<file path="src/design/btac_pkg.sv">
package btac_pkg;

  // ########################################
  // Sizes

  localparam int lane_count = 2;          // Fetch slots per cycle
  localparam int btb_entries = 64;
  localparam int btb_index_width = 6;     // PC bits 7 down to 2

  // ########################################
  // Vector types

  typedef logic [31:0] addr_t;
  typedef logic [btb_index_width-1:0] btb_index_t;

  // ########################################
  // Table and lane records

  typedef struct packed {
    addr_t pc;                            // Branch PC, used as the tag
    addr_t target;
    addr_t npc;                           // Next sequential PC
  } btb_entry_t;

  typedef struct packed {
    logic enable;
    btb_index_t address;
    btb_entry_t entry;
  } btb_write_t;

  typedef struct packed {
    logic jal;
    logic branch;
    logic jump;                           // Resolved as taken
    addr_t pc;
    addr_t addr;                          // Resolved target
    addr_t npc;
  } upd_t;

  typedef struct packed {
    logic hit;
    btb_entry_t entry;
  } lane_hit_t;

  // ########################################
  // Ports of the top level

  typedef struct packed {
    logic clear;
    addr_t [lane_count-1:0] get_pc;
    upd_t [lane_count-1:0] upd;
    logic taken;                          // Fetch redirected on a prediction
    addr_t taddr;
    addr_t tpc;
  } btac_in_t;

  typedef struct packed {
    logic pred_branch;
    addr_t pred_baddr;
    addr_t pred_pc;
    logic pred_miss;
    addr_t pred_maddr;
  } btac_out_t;

  typedef enum logic {
    idle,
    pending
  } pending_state_t;

endpackage

</file>
<file path="src/design/btac_update.sv">
module btac_update (
  input logic clear,
  input btac_pkg::upd_t [btac_pkg::lane_count-1:0] upd,
  output btac_pkg::btb_write_t write
);

  // ########################################
  // Learning policy
  //
  // Any lane that resolves a taken jal or branch triggers a write.
  // The entry comes from the lowest lane with jump set; with no such
  // lane the last lane supplies it.

  always_comb begin : select_write
    logic learn;
    btac_pkg::upd_t chosen;

    learn = 1'b0;
    chosen = upd[btac_pkg::lane_count-1];

    for (int i = btac_pkg::lane_count - 1; i >= 0; i--) begin
      learn = learn | ((upd[i].jal | upd[i].branch) & upd[i].jump);
      if (upd[i].jump) begin
        chosen = upd[i];                    // Lower lane wins
      end
    end

    write.enable = learn;
    write.address = chosen.pc[btac_pkg::btb_index_width+1:2];
    write.entry.pc = chosen.pc;
    write.entry.target = chosen.addr;
    write.entry.npc = chosen.npc;

    if (clear) begin
      write = '0;                           // Flushed updates are not learned
    end
  end

endmodule

</file>
<file path="config.mk">
export PLATFORM = sky130hd
export DESIGN_NAME = btac_update
export DESIGN_NICKNAME = d
export VERILOG_FILES = /design/src/design/btac_pkg.sv /design/src/design/btac_update.sv
export SDC_FILE = /design/constraint.sdc
export NUM_CORES = 1
export LEC_CHECK = 0
export BUFFER_PORTS_ARGS = -buffer_cell sky130_fd_sc_hd__buf_2
export CAP_MARGIN = 20
export CORE_AREA = 2 2 118 120
export DETAILED_ROUTE_END_ITERATION = 7
export DIE_AREA = 0 0 120 122
export GPL_TIMING_DRIVEN = 0
export PLACE_DENSITY_LB_ADDON = 0.25
export RECOVER_POWER = 50
export SYNTH_ARGS = -nofsm -noshare
export SYNTH_HDL_FRONTEND = slang
export SYNTH_SLANG_ARGS = --single-unit
</file>
<file path="constraint.sdc">
create_clock -name vclk -period 1.2
set_input_delay 0.24 -clock vclk [all_inputs]
set_output_delay 0.24 -clock vclk [all_outputs]
set_load 0.02 [all_outputs]
</file>
# Yosys cells after proc, flatten, opt, wreduce, memory -nomap -nowiden
# Cells that the tools add are included.
[word_totals]
word_cells = 7
reg_bits = 0
out_inout_bits = 103
inputBits = 199
[op_classes]
muxes = 2
bitwise_logic = 5
[ops]
columns = ["op", "n"]
rows = [
  ["2-to-1 mux 103 bit", 1],
  ["2-to-1 mux 96 bit", 1],
  ["OR 1 bit", 3],
  ["bitwise AND 1 bit", 2],
]

# Longest topological paths before layout
# Gate-level depths: netlist (run 1).
[logic_depth]
word_depth = 4
mapped_depth = 6
depth_no_buf = 2

# Worst setup path after synthesis (run 1)
# Ideal clock, no wire load.
[synth_timing]
path_kind = "input-to-output"
startpoint = "in upd[96] in the netlist's numbering"
endpoint = "out write[100] in the netlist's numbering"
path_stages = 6
required_ps = 960
path_slack_ps = -358
arrival_ps = 1318
cell_sequence = "buf_4 buf_8 buf_8 mux2i_1 nor2_1 buf_4"
[synth_rtl]
columns = ["item", "line", "rtl"]
rows = [
  ["from (decl)", "btac_update.sv:3", "input btac_pkg::upd_t [btac_pkg::lane_count-1:0] upd,"],
  ["to (decl)", "btac_update.sv:4", "output btac_pkg::btb_write_t write"],
]

==> results.json, run 1 <==
{
  "vdd_drop_max_v": 0.0001772,
  "hold_class": "input port to output pin",
  "portBuffers": 300,
  "rsz0062_at_grt": "yes",
  "fin_crit_ps": 1409,
  "holdBufCountCts": 0,
  "antenna_left": 0,
  "gp_congestion": 0.7257,
  "io-pin-count": 302,
  "synth_fp_nets": 422,
  "layout_commonest_cell": "buf_2",
  "grt_pass1_vias": 2658,
  "min_period_over_period_pct": 117.4,
  "grt_pass1_wl_um": 14010,
  "synthSimpleGateAreaFrac_pct": 23.38,
  "yosys.area.top_type": "mux2i_1",
  "startpoint_type": "input port",
  "slew_violations": 0,
  "rows": 43,
  "syn_area_per_cell_um2": 6.912,
  "dr.pass1.iters": 4,
  "max_slew_margin_pct": 84.49,
  "power_density_nw_per_um2": 439.0,
  "antenna_found_initial": 0,
  "seq_cells": 0,
  "cp.depth": 7,
  "core_um2": 13500,
  "violations": "setup timing",
  "synth_top_family_by_area": "multiplexers",
  "placed_area_um2": 3516,
  "maxCapViolCount": 0,
  "synth_seq_area_share_pct": 0,
  "cp-end-kind": "output pin",
  "ys_warn_count": 0,
  "via_count": 2823,
  "synth-compound-area-share_pct": 0.9740,
  "synth.top_cells.by_area": "mux2i_1 (62%), nor2_1 (23%), buf_4 (6.8%), buf_8 (3.9%), clkbuf_1 (1.9%)",
  "seq_area_um2": 0,
  "die_h_um": 122,
  "grt_max_degree": 11,
  "cp.arrival_ps": 1170,
  "path_buf_inv": 5,
  "crit_type": "input port to output pin",
  "path_cells": "buf_12 > buf_12 > buf_12 > mux2i_4 > nor2_2 > buf_4 > buf_6",
  "start_util_pct": 11.41,
  "hold_slack_ps": 830.9,
  "tns_ps": -11560,
  "maxClockFrequency_mhz": 709.6,
  "synth.distinct_cells": 9,
  "fin_ws_ps": -209.3,
  "critPathLaunch": "upd[96]",
  "synthMuxAreaShare_pct": 62.34,
  "synthXorXnorAreaFrac_pct": 0,
  "hpwl_um": 8350,
  "synth_cells": 223,
  "hold_viol_final": 0,
  "globalRouteOverflowTotal": 0,
  "dpl_worst_slack_ps": -436.9,
  "n_clock_buffer": 0,
  "outcome": "finished with violations",
  "fin_area_um2": 4551,
  "setup-violations-final": 103,
  "drtIter0Drc": 24,
  "drt-total-wl_um": 10310,
  "drc_errors": 0,
  "final_nets": 740,
  "grt_use_total_pct": 11.98,
  "drive_gt1_share_pct": 78.66,
  "syn_area_um2": 1541,
  "crit_end": "write[97]",
  "crit_path_frequent_cell": "buf_12",
  "avgRoutedWirePerCell_um": 14.34,
  "critical_path_required_ps": 960,
  "die_width_um": 120,
  "post-synth-top-area-fraction_pct": 62.34,
  "final_cell_mix": "buf_2 (231), nor2_1 (62), buf_4 (54)",
  "dieArea_um2": 14640,
  "cp_top_family": "buffers and inverters",
  "vias_per_cell": 3.926,
  "p_leak_nw": 2.378,
  "cp_max_fo": 8,
  "slowest_delay_ps": 260,
  "diodes": 0,
  "area_delta_synth_final_pct": 195.2,
  "worstMarginPinSlew_ps": 230.3,
  "cp_slowest_cell": "mux2i_4",
  "synthAdderAreaFrac_pct": 0
}
-- power by group --
group	internal (W)	switching [W]	total, W
logic	0.00103	0.000965	0.00200
clock network	0	0	0
registers	0	0	0
-- final cells by class --
| cell class | instances | area (um^2) |
|---|---|---|
| plain buffers | 27 | 362.8 |
| fillers | 1435 | 8954 |
| multi-input cells | 195 | 1914 |
| well taps | 180 | 225.2 |
| repair buffers | 317 | 2048 |
-- through the flow --
step | power, W | instances | utilization (%)
6_report | 0.001998 | 719 | 33.70
4_1_cts | 0.001850 | 715 | 31.10
3_5_place_dp | 0.001522 | 703 | 26.04
3_3_place_gp | 0.001509 | 703 | 26.04
5_1_grt | 0.002122 | 719 | 33.70
2_1_floorplan | 0.0008712 | 223 | -
-- cell usage after synthesis, drive strengths merged --
cell,count
o21ai,2
buf,20
a21oi,1
nor2,96
clkbuf,8
mux2i,96
-- kinds of logic after synthesis --
logic type             count (synthesis)
and+or+nand+nor                       96
AOI/OAI and AO/OA                      3
muxes                                 96
buffers and inverters                 28
-- metal layers --
layer | up-vias | share of wire, % | track usage (%)
li1 | 1382 | - | -
met1 | 1277 | 35 | 12.74
met2 | 164 | 57 | 25.67
met3 | 0 | 8.1 | 1.873
met4 | 0 | 0 | 0.07353
met5 | - | 0 | 0
-- worst min path at each step --
stage | startpoint | to | cells past startpoint
2_1_floorplan | upd[195] | write[102] | 2
3_3_place_gp | upd[124] | write[25] | 4
3_5_place_dp | upd[124] | write[25] | 4
4_1_cts | upd[117] | write[18] | 4
5_1_grt | upd[161] | write[62] | 4
6_report | upd[125] | write[26] | 4
-- timing repair --
action / 4_1_cts / 5_1_grt
pin swaps: 5 / 7
gates resized for setup: 129 / 80
buffers inserted: 9 / 3
cloned: 4 / 2
endpoints found under the setup margin: 98 / 103
endpoints found under the hold margin: 0 / 0
No activity file was read; power rests on OpenSTA's default activity.
==> run 2, diff against run 1 <==
Settings changed: ABC_AREA from default to 1, CORE_AREA 2 2 118 120 to 2 2 117 119, DIE_AREA 0 0 120 122 to 0 0 119 121.
==> run 2 against run 1 <==
Compared with the run above: the run still ends with setup timing left; core utilization grew 4.5 points; die area shrank 1.6%; global-route usage grew 1.4 points; cell count grew 15%; combinational power grew 3%; total power grew 3.4%; critical path depth grew 1; non-clock buffer count grew 17; clock-buffer cell count is the same; cell area grew 9.7%; largest cell class unchanged.
==> results.json, run 2 <==
{
  "outcome": "finished with violations",
  "violations": "setup timing",
  "antenna_found_initial": 0,
  "synth.most_common_cell": "nand2_1",
  "max_slew_margin_pct": 76.59,
  "hold_class": "input port to output pin",
  "cp.arrival_ps": 1120,
  "dieArea_um2": 14400,
  "seq_power_share_pct": 0,
  "internal-power_w": 0.001011,
  "cp_slowest_cell": "a21oi_2",
  "ys_warn_count": 0,
  "drt-total-wl_um": 10860,
  "slowest_delay_ps": 150,
  "rsz0062_at_grt": "yes",
  "placed_area_um2": 3672,
  "synth_seq_area_share_pct": 0,
  "syn_area_um2": 1470,
  "area_delta_synth_final_pct": 239.7,
  "drtIter0Drc": 57,
  "worstMarginPinSlew_ps": 351.1,
  "min_period_over_period_pct": 113.4,
  "syn_area_per_cell_um2": 4.455,
  "seq_area_um2": 0,
  "maxCapViolCount": 0,
  "multi_input_area_um2": 2071,
  "cp_top_family": "buffers and inverters",
  "cp-end-kind": "output pin",
  "dpl_worst_slack_ps": -474.3,
  "netlist_top_cells_count": "nand2_1 (192), a21oi_1 (97), buf_2 (16)",
  "path_cells": "buf_12 > clkinv_8 > buf_12 > buf_8 > buf_6 > nand2_2 > a21oi_2 > buf_6",
  "maxClockFrequency_mhz": 734.6,
  "start_util_pct": 11.24,
  "n_clock_buffer": 0,
  "globalRouteOverflowTotal": 0,
  "fin_crit_ps": 1361,
  "path_buf_inv": 6,
  "critical_path_required_ps": 960,
  "rows": 42,
  "portBuffers": 300,
  "fin_area_um2": 4994,
  "die_width_um": 119,
  "final_nets": 854,
  "grt_max_degree": 11,
  "hpwl_um": 8086,
  "power_density_nw_per_um2": 413.5,
  "hold_viol_final": 0,
  "crit_type": "input port to output pin",
  "synth.top_cells.by_area": "nand2_1 (49%), a21oi_1 (33%), buf_2 (5.4%), buf_6 (5.4%), buf_4 (4.6%)",
  "avgRoutedWirePerCell_um": 13.10,
  "p_leak_nw": 2.565,
  "layout_commonest_cell": "buf_2",
  "p_sw_w": 0.001054,
  "critPathLaunch": "upd[96]",
  "synth.distinct_cells": 8,
  "power_w": 0.002065,
  "vias_per_cell": 4.029,
  "post-synth-top-area-fraction_pct": 49.02,
  "grt_use_total_pct": 13.43,
  "dr.pass1.iters": 4,
  "final_cells": 829,
  "gp_congestion": 0.7268,
  "io-pin-count": 302,
  "holdBufCountCts": 0,
  "clkPwrFrac_pct": 0,
  "nFillCells": 1355,
  "cp_max_fo": 7,
  "hold_start": "upd[122]",
  "netSwitchingFraction_pct": 51.02,
  "drive_gt1_share_pct": 80.25,
  "dp.cells": 806,
  "slew_violations": 0,
  "synth_cells": 330,
  "seq_cells": 0,
  "synth_fp_nets": 529,
  "startpoint_type": "input port",
  "grt_pass1_wl_um": 16110,
  "antenna_left": 0,
  "core_um2": 13090,
  "fin_ws_ps": -161.4,
  "setup-violations-final": 94,
  "comb_power_share_pct": 100.0,
  "vdd_drop_max_v": 0.0001809,
  "yosys.area.top_type": "nand2_1",
  "grt_pass1_vias": 3280,
  "drc_errors": 0,
  "via_count": 3340,
  "final_cell_mix": "buf_2 (220), nand2_1 (126), a21oi_2 (79)",
  "die_h_um": 121,
  "diodes": 0
}
## run 2: path summary, 6_finish.rpt
path	slack, ps	cells after the start	end
setup / recovery	-160	8	write[75]
hold / removal	810	4	write[23]
## run 2: worst min-delay path, stage by stage
cell	delay (ps)
buf_2	100
nand2_2	60
a21oi_2	50
buf_6	120
## run 2: metal layers
| layer | part of all wire [%] | wire, um | global-route usage [%] | vias up |
|---|---|---|---|---|
| met5 | 0 | 0 | 0 | - |
| met4 | 0.20 | 22 | 0.5952 | 0 |
| met3 | 7.9 | 863 | 2.585 | 2 |
| met2 | 56 | 6071 | 28.05 | 177 |
| met1 | 36 | 3898 | 14.35 | 1456 |
| li1 | - | - | - | 1705 |
## run 2: power groups by stage
| stage | registers [W] | clock network [W] | logic, W |
|---|---|---|---|
| finish | 0 | 0 | 0.00207 |
| global route | 0 | 0 | 0.00221 |
| floorplan | 0 | 0 | 0.000887 |
| CTS | 0 | 0 | 0.00196 |
| detailed placement | 0 | 0 | 0.00151 |
| global placement | 0 | 0 | 0.00152 |
## run 2: per-stage QoR
| step | setup TNS (ps) | utilization, % | hold slack [ps] |
|---|---|---|---|
| detailed placement | -32150 | 28.06 | 824.4 |
| finish | -9355 | 38.16 | 808.4 |
| floorplan | -1403 | - | 597.1 |
| global placement | -32030 | 28.06 | 822.5 |
| global route | -14330 | 38.16 | 819.3 |
| CTS | -10980 | 36.04 | 808.6 |
## run 2: kinds of logic (layout without fill, tap and decap cells)
family	Yosys count	after routing	synth area share [%]
buf+inv	39	362	17.28
compound gates	99	99	33.70
simple gates	192	192	49.02
## run 2: layout make-up
type                            instances  share of cell area (%)
Buffer                                 36                   8.218
Multi-Input combinational cell        291                   41.47
Tap cell                              176                   4.410
Inverter                                1                  0.3257
Timing Repair Buffer                  325                   45.58
## run 2: timing repair
| item | 4_1_cts | 5_1_grt |
|---|---|---|
| resized for setup | 240 | 76 |
| endpoints found under the setup margin | 103 | 103 |
| setup buffers | 17 | 2 |
| gates cloned | 8 | 1 |
| pin swaps | 21 | 30 |
