File: config.mk
export PLATFORM = sky130hd
export DESIGN_NAME = btac_resolve
export DESIGN_NICKNAME = d
export VERILOG_FILES = /design/src/design/btac_pkg.sv /design/src/design/btac_resolve.sv
export SDC_FILE = /design/constraint.sdc
export NUM_CORES = 1
export LEC_CHECK = 0
export BUFFER_PORTS_ARGS = -buffer_cell sky130_fd_sc_hd__buf_2
export CAP_MARGIN = 0
export CORE_AREA = 3 3 213 215
export CTS_BUF_LIST = sky130_fd_sc_hd__clkbuf_4
export DETAILED_ROUTE_END_ITERATION = 10
export DIE_AREA = 0 0 216 218
export GPL_ROUTABILITY_DRIVEN = 1
export HOLD_SLACK_MARGIN = 0.06
export SYNTH_ARGS = -nofsm -noshare
export SYNTH_HDL_FRONTEND = slang
export SYNTH_SLANG_ARGS = --single-unit
File: constraint.sdc
create_clock -name clock -period 4.22 [get_ports clock]
set_input_delay 0.211 -clock clock [delete_from_list [all_inputs] [get_ports clock]]
set_output_delay 0.211 -clock clock [all_outputs]
set_load 0.05 [all_outputs]
File: src/design/btac_pkg.sv
package btac_pkg;

  // ########################################
  // Sizes

  localparam int lane_count = 2;          // Fetch slots per cycle
  localparam int btb_entries = 64;
  localparam int btb_index_width = 6;     // PC bits 7 down to 2

  // ########################################
  // Vector types

  typedef logic [31:0] addr_t;
  typedef logic [btb_index_width-1:0] btb_index_t;

  // ########################################
  // Table and lane records

  typedef struct packed {
    addr_t pc;                            // Branch PC, used as the tag
    addr_t target;
    addr_t npc;                           // Next sequential PC
  } btb_entry_t;

  typedef struct packed {
    logic enable;
    btb_index_t address;
    btb_entry_t entry;
  } btb_write_t;

  typedef struct packed {
    logic jal;
    logic branch;
    logic jump;                           // Resolved as taken
    addr_t pc;
    addr_t addr;                          // Resolved target
    addr_t npc;
  } upd_t;

  typedef struct packed {
    logic hit;
    btb_entry_t entry;
  } lane_hit_t;

  // ########################################
  // Ports of the top level

  typedef struct packed {
    logic clear;
    addr_t [lane_count-1:0] get_pc;
    upd_t [lane_count-1:0] upd;
    logic taken;                          // Fetch redirected on a prediction
    addr_t taddr;
    addr_t tpc;
  } btac_in_t;

  typedef struct packed {
    logic pred_branch;
    addr_t pred_baddr;
    addr_t pred_pc;
    logic pred_miss;
    addr_t pred_maddr;
  } btac_out_t;

  typedef enum logic {
    idle,
    pending
  } pending_state_t;

endpackage

File: src/design/btac_resolve.sv
module btac_resolve (
  input logic clock,
  input logic reset,
  input logic clear,
  input btac_pkg::lane_hit_t [btac_pkg::lane_count-1:0] lane_hit,
  input btac_pkg::upd_t [btac_pkg::lane_count-1:0] upd,
  input logic taken,
  input btac_pkg::addr_t taddr,
  input btac_pkg::addr_t tpc,
  output btac_pkg::btac_out_t result
);

  btac_pkg::pending_state_t state;
  btac_pkg::pending_state_t state_next;
  btac_pkg::pending_state_t cur_state;
  btac_pkg::addr_t held_taddr;
  btac_pkg::addr_t held_tpc;
  btac_pkg::addr_t cur_taddr;
  btac_pkg::addr_t cur_tpc;

  logic hit_any;
  btac_pkg::btb_entry_t hit_entry;
  logic miss;
  btac_pkg::addr_t maddr;
  logic resolved;

  // ########################################
  // Prediction

  always_comb begin : pick_lane
    hit_any = 1'b0;
    hit_entry = '0;
    for (int i = btac_pkg::lane_count - 1; i >= 0; i--) begin
      if (lane_hit[i].hit) begin
        hit_any = 1'b1;
        hit_entry = lane_hit[i].entry;    // Lowest hitting lane last
      end
    end
  end

  // ########################################
  // Taken tracker and miss detection

  always_comb begin : tracker
    cur_state = state;
    cur_taddr = held_taddr;
    cur_tpc = held_tpc;
    if (taken) begin
      cur_state = btac_pkg::pending;      // Used in this same cycle
      cur_taddr = taddr;
      cur_tpc = tpc;
    end

    miss = 1'b0;
    maddr = '0;
    resolved = 1'b0;

    for (int i = btac_pkg::lane_count - 1; i >= 0; i--) begin
      if (cur_state == btac_pkg::idle) begin
        if (upd[i].jump) begin
          miss = 1'b1;                    // Unpredicted taken jump
          maddr = upd[i].addr;
        end
      end else if (upd[i].jump) begin
        miss = (upd[i].addr != cur_taddr);
        maddr = upd[i].addr;
        resolved = 1'b1;
      end else if (upd[i].branch) begin
        miss = 1'b1;                      // Predicted taken but fell through
        maddr = cur_tpc;
        resolved = 1'b1;
      end
    end

    if (cur_state == btac_pkg::pending && !resolved) begin
      state_next = btac_pkg::pending;
    end else begin
      state_next = btac_pkg::idle;
    end

    if (clear) begin
      miss = 1'b0;
      maddr = '0;
      state_next = btac_pkg::idle;        // Drop the pending prediction
    end
  end

  always_ff @(posedge clock) begin
    if (!reset) begin
      state <= btac_pkg::idle;
    end else begin
      state <= state_next;
    end
  end

  always_ff @(posedge clock) begin
    if (taken && !clear) begin
      held_taddr <= taddr;
      held_tpc <= tpc;
    end
  end

  // ########################################
  // Outputs

  always_comb begin : drive_result
    result = '0;
    if (!clear) begin
      result.pred_branch = hit_any;
      result.pred_baddr = hit_entry.target;
      result.pred_pc = hit_entry.pc;
    end
    result.pred_miss = miss;
    result.pred_maddr = maddr;
  end

  // Lane 0 wins whenever it hits
  lane0_hit_reported : assert property (
    @(posedge clock) disable iff (!reset)
    (!clear && lane_hit[0].hit) |->
      (result.pred_branch && result.pred_pc == lane_hit[0].entry.pc)
  );

endmodule

== Word level (Yosys, flattened, before mapping) ==
Cells that the tools add are included.

* Eq/ne operators: 2
* Multiplexer cells: 32
* Bitwise logic cells: 1
* Reductions and logical operators: 5

{| class="wikitable"
|+ Operators with widths
! operator !! number
|-
| two-way mux 32 bit || 11
|-
| two-way mux 96 bit || 2
|-
| two-way mux 65 bit || 1
|-
| inequality test 32 bit || 2
|-
| two-way mux 1 bit || 18
|-
| logical AND 1 bit || 2
|-
| logical NOT 1 bit || 2
|-
| OR reduction 2 bit || 1
|-
| NOT 1 bit || 1
|}

* Flip-flop bits (word level): 65
* Bits of input ports: 460
* Logic and storage cells: 43

== Depth between registers and ports, before layout ==
Gate-level depths: netlist of run 1.

* Depth in word-level cells: 9
* Gate-level depth with buffers: 10

== Least setup slack after synthesis of run 1 ==
OpenSTA, ideal clock, no wires.

* Kind: input-to-reg
* Start point: in taken
* End point: reg held_taddr[0], enable pin
* Library setup time: 493 ps
* Arrival time: 3905 ps
* Data required time: 3727 ps
* Slack: -178 ps
* Stages: 5
* Cell sequence: buf_6 -> buf_4 -> buf_2 -> buf_2 -> nor2b_1

* Word-level cells in the longest chain between the ends: 1

{| class="wikitable"
|+ Ends and longest elaborated chain
! element !! RTL line !! RTL
|-
| from (decl) || btac_resolve.sv:7 || <nowiki>input logic taken,</nowiki>
|-
| logical AND 1 bit || btac_resolve.sv:97 || <nowiki>if (taken && !clear) begin</nowiki>
|-
| to (signal assigned) || btac_resolve.sv:98 || <nowiki>held_taddr <= taddr;</nowiki>
|-
| to (decl) || btac_resolve.sv:16 || <nowiki>btac_pkg::addr_t held_taddr;</nowiki>
|}

No other way between the ends.
A chain may end at the register's enable or synchronous reset.

==> metrics.md, run 1 <==
| Metric | Value |
|---|---|
| Status | finished, final reports clean |
| Crit path launch type | primary input |
| Final setup viols | 0 |
| First-pass GRT wire length | 41860 um |
| Placed wire-length estimate | 25680 um |
| Core area | 0.04393 mm^2 |
| Most frequent cells in the layout | buf_2, nor2_1, a21oi_1 |
| Tcrit/Tclk final | 0.7688 |
| Crit-path cells | buf_4, buf_4, mux2i_2, xnor2_1, nor4_1, nand4_1, or4_1, a32o_1, buf_2 |
| Hold_sp | tpc[23] |
| Via count | 6123 |
| Worst path bufs/invs | 3 |
| CP Depth | 9 |
| Reg area | just under 0.002 mm^2 |
| Synthesized instance count | between 500 and 600 |
| Starting Density | 0.1160 |
| CP most frequent cell | buf_4 |
| Worst flop-to-flop path endpoint | state |
| Final Skew | 0 ns |
| Synth warn | 0 |
| Worst R2R Start | state |
| DIE AREA | around 0.047 mm^2 |
| Rows | 77 |
| CP top delay family | buffers and inverters |
| Worst EP arrival | 3.03 ns |
| Avg Cell Area, Syn | 8.892 um^2 |
| Post-layout minimum cycle time | 3.244 ns |
| #FFs+latches synth | 65 |
| Detailed Route WL | 30610 um |
| R2R cell count | 3 |
| Setup_tns | 0 ns |
| Netlist cell types | 30 |
| Chip width | 216 um |
| Worst setup EP type | output pin |
| P&R area growth vs syn | 65.05% |
| Wire length per cell | 19.39 um |
| Slew Limit Fails | 0 |
| Hold path depth | 2 |
| Final Hold Vio Count | 0 |
| Crit path from | taken |
| 1st-iter DRT viols | 335 |
| Root buf cell | clkbuf_4 |
| Crit Path Category | primary input to output pin |
| Port bufs | 363 |
| Share of the synthesized area in the top cell type | 0.3772 |
| H-tree lvl count | 3 |
| Grt ovf | 0 |
| Max Root-Sink Buffers | 2 |
| RSZ-0062 raised after global routing | false |
| Total CTS buffers | 9 |
| Number of global-route vias before repair | between 6000 and 7000 |
| Worst hold path class | primary input to register |
| Clock Latency Late Sink | 0.49 ns |
| Die H | 218 um |
| Synth area leaders | edfxtp_1, nor2_1, xnor2_1 |
| Slowest cell on crit path | buf_4 |
| Worst relative slew slack | 0.2637 |
| Most area-hungry cell type in the Yosys netlist | edfxtp_1 |
| Leading cell type in the layout, fill and taps excluded | buf_2 |
| I/O pins | 558 |
| Max Fclk | a little over 300 MHz |
| Post-CTS Setup Bufs | 0 |
| Antenna-violating nets left | 0 |
| Seq/Total Area, Yosys | 0.3811 |
| Mapped Area | a little over 0.005 mm^2 |
| Finished Core Util | 0.1914 |
| Multi-input gate area | 0.002943 mm^2 |
| Maximum number of pins on one net before global-route repair | 72 |
| CTS tree | yes |
| Max Cap Viol | 0 |
| Clk sink count | 65 |
| Crit path to | result[32] |
| Drt first pass iters | 5 |
| Clock Pin Slew Worst Setup and Hold Paths | around 0.13 ns |
| Peak VDD IR | 114.5 uV |
| Max incr delay on CP | 0.53 ns |
| Slew @ Worst Pin | 1.104 ns |
| Final nets | about 1400 |
| Fillers | 4932 |
| RePlAce Congestion | 0.8679 |
| Power Density | 268.0 mW/mm^2 |
| Global Route Usage Sum | 0.1249 |
| R2R setup slack | 2.80 ns |
| Net count after synthesis | 1033 |
| Leak Pwr | 3.669 nW |
| Layout cells sized above 1 | 0.4151 |
| Initial antenna violation count | 8 |
| DRC viols | 0 |
| CP Data Required Time | 4.01 ns |
| Post-DR vias/cell | 3.878 |
| Worst-path maximum fanout | 35 |
[worst min-delay path by stage]
stage / slack, ns / to
3_3_place_gp: 0.41 / held_taddr[19]
6_report: 0.43 / held_tpc[23]
4_1_cts: 0.36 / held_tpc[6]
5_1_grt: 0.38 / held_tpc[3]
2_1_floorplan: 0.29 / state
3_5_place_dp: 0.41 / held_taddr[12]
[metrics by stage]
stage                     cells  hold WS (ns)  total power (W)  setup slack (ns)  area, um^2
after global routing       1579        0.3835         0.002373            0.7788        8409
final                      1579        0.4252         0.002254            0.9757        8409
after floorplan             573        0.2869         0.001293             1.037        5097
after detailed placement   1493        0.4098         0.001653            0.9244        7552
after global placement     1493        0.4092         0.001646            0.9092        7552
after CTS                  1575        0.3648         0.002301            0.9099        8399
[cell families after synthesis]
kind of cell / synth area share
buffers and inverters: 0.04543
multiplexers: 0.1388
XOR/XNOR: 0.1117
AND/OR/NAND/NOR: 0.1582
flip-flops: 0.3811
AO/OA/AOI/OAI: 0.1648
[synthesized netlist by cell type (all sizes together)]
master,number
clkbuf,36
mux2i,64
nor2,165
nand3,1
nand4,4
o21ai,3
and2,1
a22oi,63
a21oi,67
nor4b,1
xor2,3
a32o,1
xnor2,62
nor4,15
dfxtp,1
edfxtp,64
nand2,2
o22ai,1
buf,12
or4,2
nor2b,3
inv,2
[layer usage]
metal,vias to the layer above,part of all wire,GRT usage
met1,2850,0.39,0.1418
li1,2881,-,-
met2,351,0.52,0.2376
met5,-,0,0
met4,0,0.027,0.03808
met3,41,0.061,0.02188
[final cells by class]
type                    count  area share
repair buffers            442      0.3068
multi-input cells         458      0.3499
well taps                 592     0.08808
clock inverters             7     0.01413
clock buffers               9    0.008035
inverters                   2   0.0008927
diodes                      4    0.001190
flip-flops and latches     65      0.2309
[sequential cells by signal, summed over array words and instances (netlist names)]
register	flops
held_tpc	32
held_taddr	32
state	1
[timing repair]
item                       in CTS  in global routing
setup endpoints to repair       0                  0
hold endpoints to repair       65                  0
gates resized for setup         0                  0
hold buffers                   66                  0
[power by group]
group	total [W]	internal, W	switching, W
Combinational	0.000906	0.000324	0.000583
Clock	0.000580	0.000299	0.000281
Sequential	0.000767	0.000756	0.0000116
Total	0.00225	0.00138	0.000875
[worst reg2reg max path, cell delays in order, from the launching register on]
cell,delay (ns)
dfxtp_1,0.44
nor2_1,0.06
nor4b_1,0.29
dlygate4sd3_1,0.59
Note: power is estimated with default switching activity, not from simulation.
==> run 2: changes to the inputs <==
- clock period: 4.22 -> 3.4 ns (I/O delays scaled with it)
==> metrics.md, run 2 (synthesis gave the netlist of run 1 again) <==
| Metric | Value |
|---|---|
| Crit path launch type | primary input (unchanged) |
| Number of global-route vias before repair | 6307 (was 6108) |
| Top flop regs | held_taddr x32, held_tpc x32, state x1 (unchanged) |
| Crit path from | taken (unchanged) |
| Starting Density | 0.1160 (unchanged) |
| CP Data Required Time | 3.23 ns (was 4.01 ns) |
| Leak Pwr | 3.687 nW (was 3.669 nW) |
| Max Cap Viol | 0 (unchanged) |
| Crit-path cells | buf_4, buf_4, mux2i_1, xnor2_1, nor4_1, nand4_1, or4_1, a32o_1, buf_2 (was buf_4, buf_4, mux2i_2, xnor2_1, nor4_1, nand4_1, or4_1, a32o_1, buf_2) |
| Port bufs | 363 (unchanged) |
| H-tree lvl count | 3 (unchanged) |
| Antenna-violating nets left | 0 (unchanged) |
| Maximum number of pins on one net before global-route repair | 102 (was 72) |
| Post-CTS Setup Bufs | 0 (unchanged) |
| RePlAce Congestion | 0.8875 (was 0.8679) |
| Total Power | 0.002756 W (was 0.002254 W) |
| Peak VDD IR | 167.6 uV (was 114.5 uV) |
| Setup_tns | 0 ns (unchanged) |
| Worst EP arrival | 2.85 ns (was 3.03 ns) |
| RSZ-0062 raised after global routing | false (unchanged) |
| Die H | 218 um (unchanged) |
| Hold path depth | 2 (unchanged) |
| Crit Path Category | primary input to output pin (unchanged) |
| Post-CTS Hold Fix Bufs | 66 (unchanged) |
| Hold_sp | taddr[27] (was tpc[23]) |
| CP most frequent cell | buf_4 (unchanged) |
| Via count | 6100 (was 6123) |
| Chip width | 216 um (unchanged) |
| Worst hold slack | 0.3696 ns (was 0.4252 ns) |
| Final Instance Area | 0.008441 mm^2 (was 0.008409 mm^2) |
| Worst hold path class | primary input to register (unchanged) |
| Final setup viols | 0 (unchanged) |
| Rows | 77 (unchanged) |
| Clock Pin Slew Worst Setup and Hold Paths | 0.16 ns (was 0.13 ns) |
| Final nets | 1443 (was 1438) |
| Initial antenna violation count | 8 (unchanged) |
| I/O pins | 558 (unchanged) |
| Layout cells sized above 1 | 0.4190 (was 0.4151) |
| Hold EP | held_taddr[27] (was held_tpc[23]) |
| DIE AREA | 0.04709 mm^2 (unchanged) |
| Worst setup EP type | output pin (unchanged) |
| Tcrit/Tclk final | 0.8871 |
| Global Route Usage Sum | 0.1269 (was 0.1249) |
| DRC viols | 0 (unchanged) |
| First-pass GRT wire length | 42810 um (was 41860 um) |
| Status | finished, final reports clean (unchanged) |
| Clk sink count | 65 (unchanged) |
| Placed wire-length estimate | 25770 um (was 25680 um) |
| Wire length per cell | 19.39 um (about the same) |
| CTS tree | yes (unchanged) |
| Worst flop-to-flop path endpoint | state (unchanged) |
| Worst relative slew slack | 0.2273 (was 0.2637) |
| Root buf cell | clkbuf_4 (unchanged) |
| Max incr delay on CP | 0.49 ns (was 0.53 ns) |
| Most frequent cells in the layout | buf_2, nor2_1, a21oi_1 (unchanged) |
| Worst-path maximum fanout | 29 (was 35) |
| Post-DR vias/cell | 3.851 (was 3.878) |
| Total CTS buffers | 9 (unchanged) |
| P&R area growth vs syn | 65.67% (was 65.05%) |
| Max Fclk | 331.6 MHz |
| R2R setup slack | 2.01 ns (was 2.80 ns) |
| Slew @ Worst Pin | 1.159 ns (was 1.104 ns) |
| Clock Latency Late Sink | 0.49 ns (about the same) |
| Detailed Route WL | 30720 um (was 30610 um) |
| Slew Limit Fails | 0 (unchanged) |
| CTS resizes | 0 (unchanged) |
| 1st-iter DRT viols | 349 (was 335) |
| Drt first pass iters | 4 (was 5) |
| Worst R2R Start | state (unchanged) |
| DP Area | 0.007602 mm^2 (was 0.007552 mm^2) |
| Post-layout minimum cycle time | 3.016 ns |
| Core area | 0.04393 mm^2 (unchanged) |
| Grt ovf | 0 (unchanged) |
| Slowest cell on crit path | buf_4 (unchanged) |
| Final Hold Vio Count | 0 (unchanged) |
| Power Density | 326.6 mW/mm^2 (was 268.0 mW/mm^2) |
| Max Root-Sink Buffers | 2 (unchanged) |
| Leading cell type in the layout, fill and taps excluded | buf_2 (unchanged) |
| R2R cell count | 3 (unchanged) |
| Final Skew | 0 ns (unchanged) |
run 2: cell count changes in the layout (fill, tap and decap cells not counted), sizes merged:
| cell | change |
|---|---|
| buf | +5 |
| bufinv | -1 |
| clkbuf | +1 |
| clkinv | -1 |
| clkinvlp | +1 |
run 2: critical path: cells and delay by family:
| kind | cells | cell delay [ns] |
|---|---|---|
| mux | 1 | 0.32 |
| compound gates | 1 | 0.22 |
| simple gates | 3 | 0.84 |
| buf+inv | 3 | 1.04 |
| xor+xnor | 1 | 0.23 |
run 2: layout make-up:
| class | count | area, um^2 |
|---|---|---|
| antenna | 4 | 10.01 |
| clock buffer | 10 | 75.07 |
| clock inverter | 6 | 92.59 |
| fill | 4934 | 35490 |
| inverter | 2 | 7.507 |
| multi-input combinational | 458 | 2943 |
| sequential | 65 | 1942 |
| tap | 592 | 740.7 |
| timing repair buffer | 447 | 2630 |
run 2: metal layers:
layer | track usage | part of all wire | vias up
li1 | - | - | 2887
met4 | 0.04443 | 0.029 | 0
met2 | 0.2432 | 0.53 | 322
met3 | 0.02090 | 0.060 | 42
met5 | 0 | 0 | -
met1 | 0.1412 | 0.39 | 2849
run 2: how the worst max path moves through the flow:
| stage | to | cells past startpoint |
|---|---|---|
| 2_1_floorplan | held_taddr[0] | 5 |
| 3_3_place_gp | result[32] | 8 |
| 3_5_place_dp | result[32] | 8 |
| 4_1_cts | result[0] | 8 |
| 5_1_grt | result[0] | 8 |
| 6_report | result[32] | 9 |
run 2: where the power goes:
group	switching, W	internal [W]	leakage (nW)
Combinational	0.000727	0.000408	3.00
Sequential	0.0000146	0.000938	0.609
Clock	0.000361	0.000307	0.0828
run 2: through the flow:
step,cells,setup slack [ns],util
finish,1584,0.3839,0.1921
detailed placement,1498,0.3532,0.1730
CTS,1580,0.3328,0.1919
global route,1584,0.2049,0.1921
global placement,1498,0.3685,0.1730
floorplan,573,0.2582,-
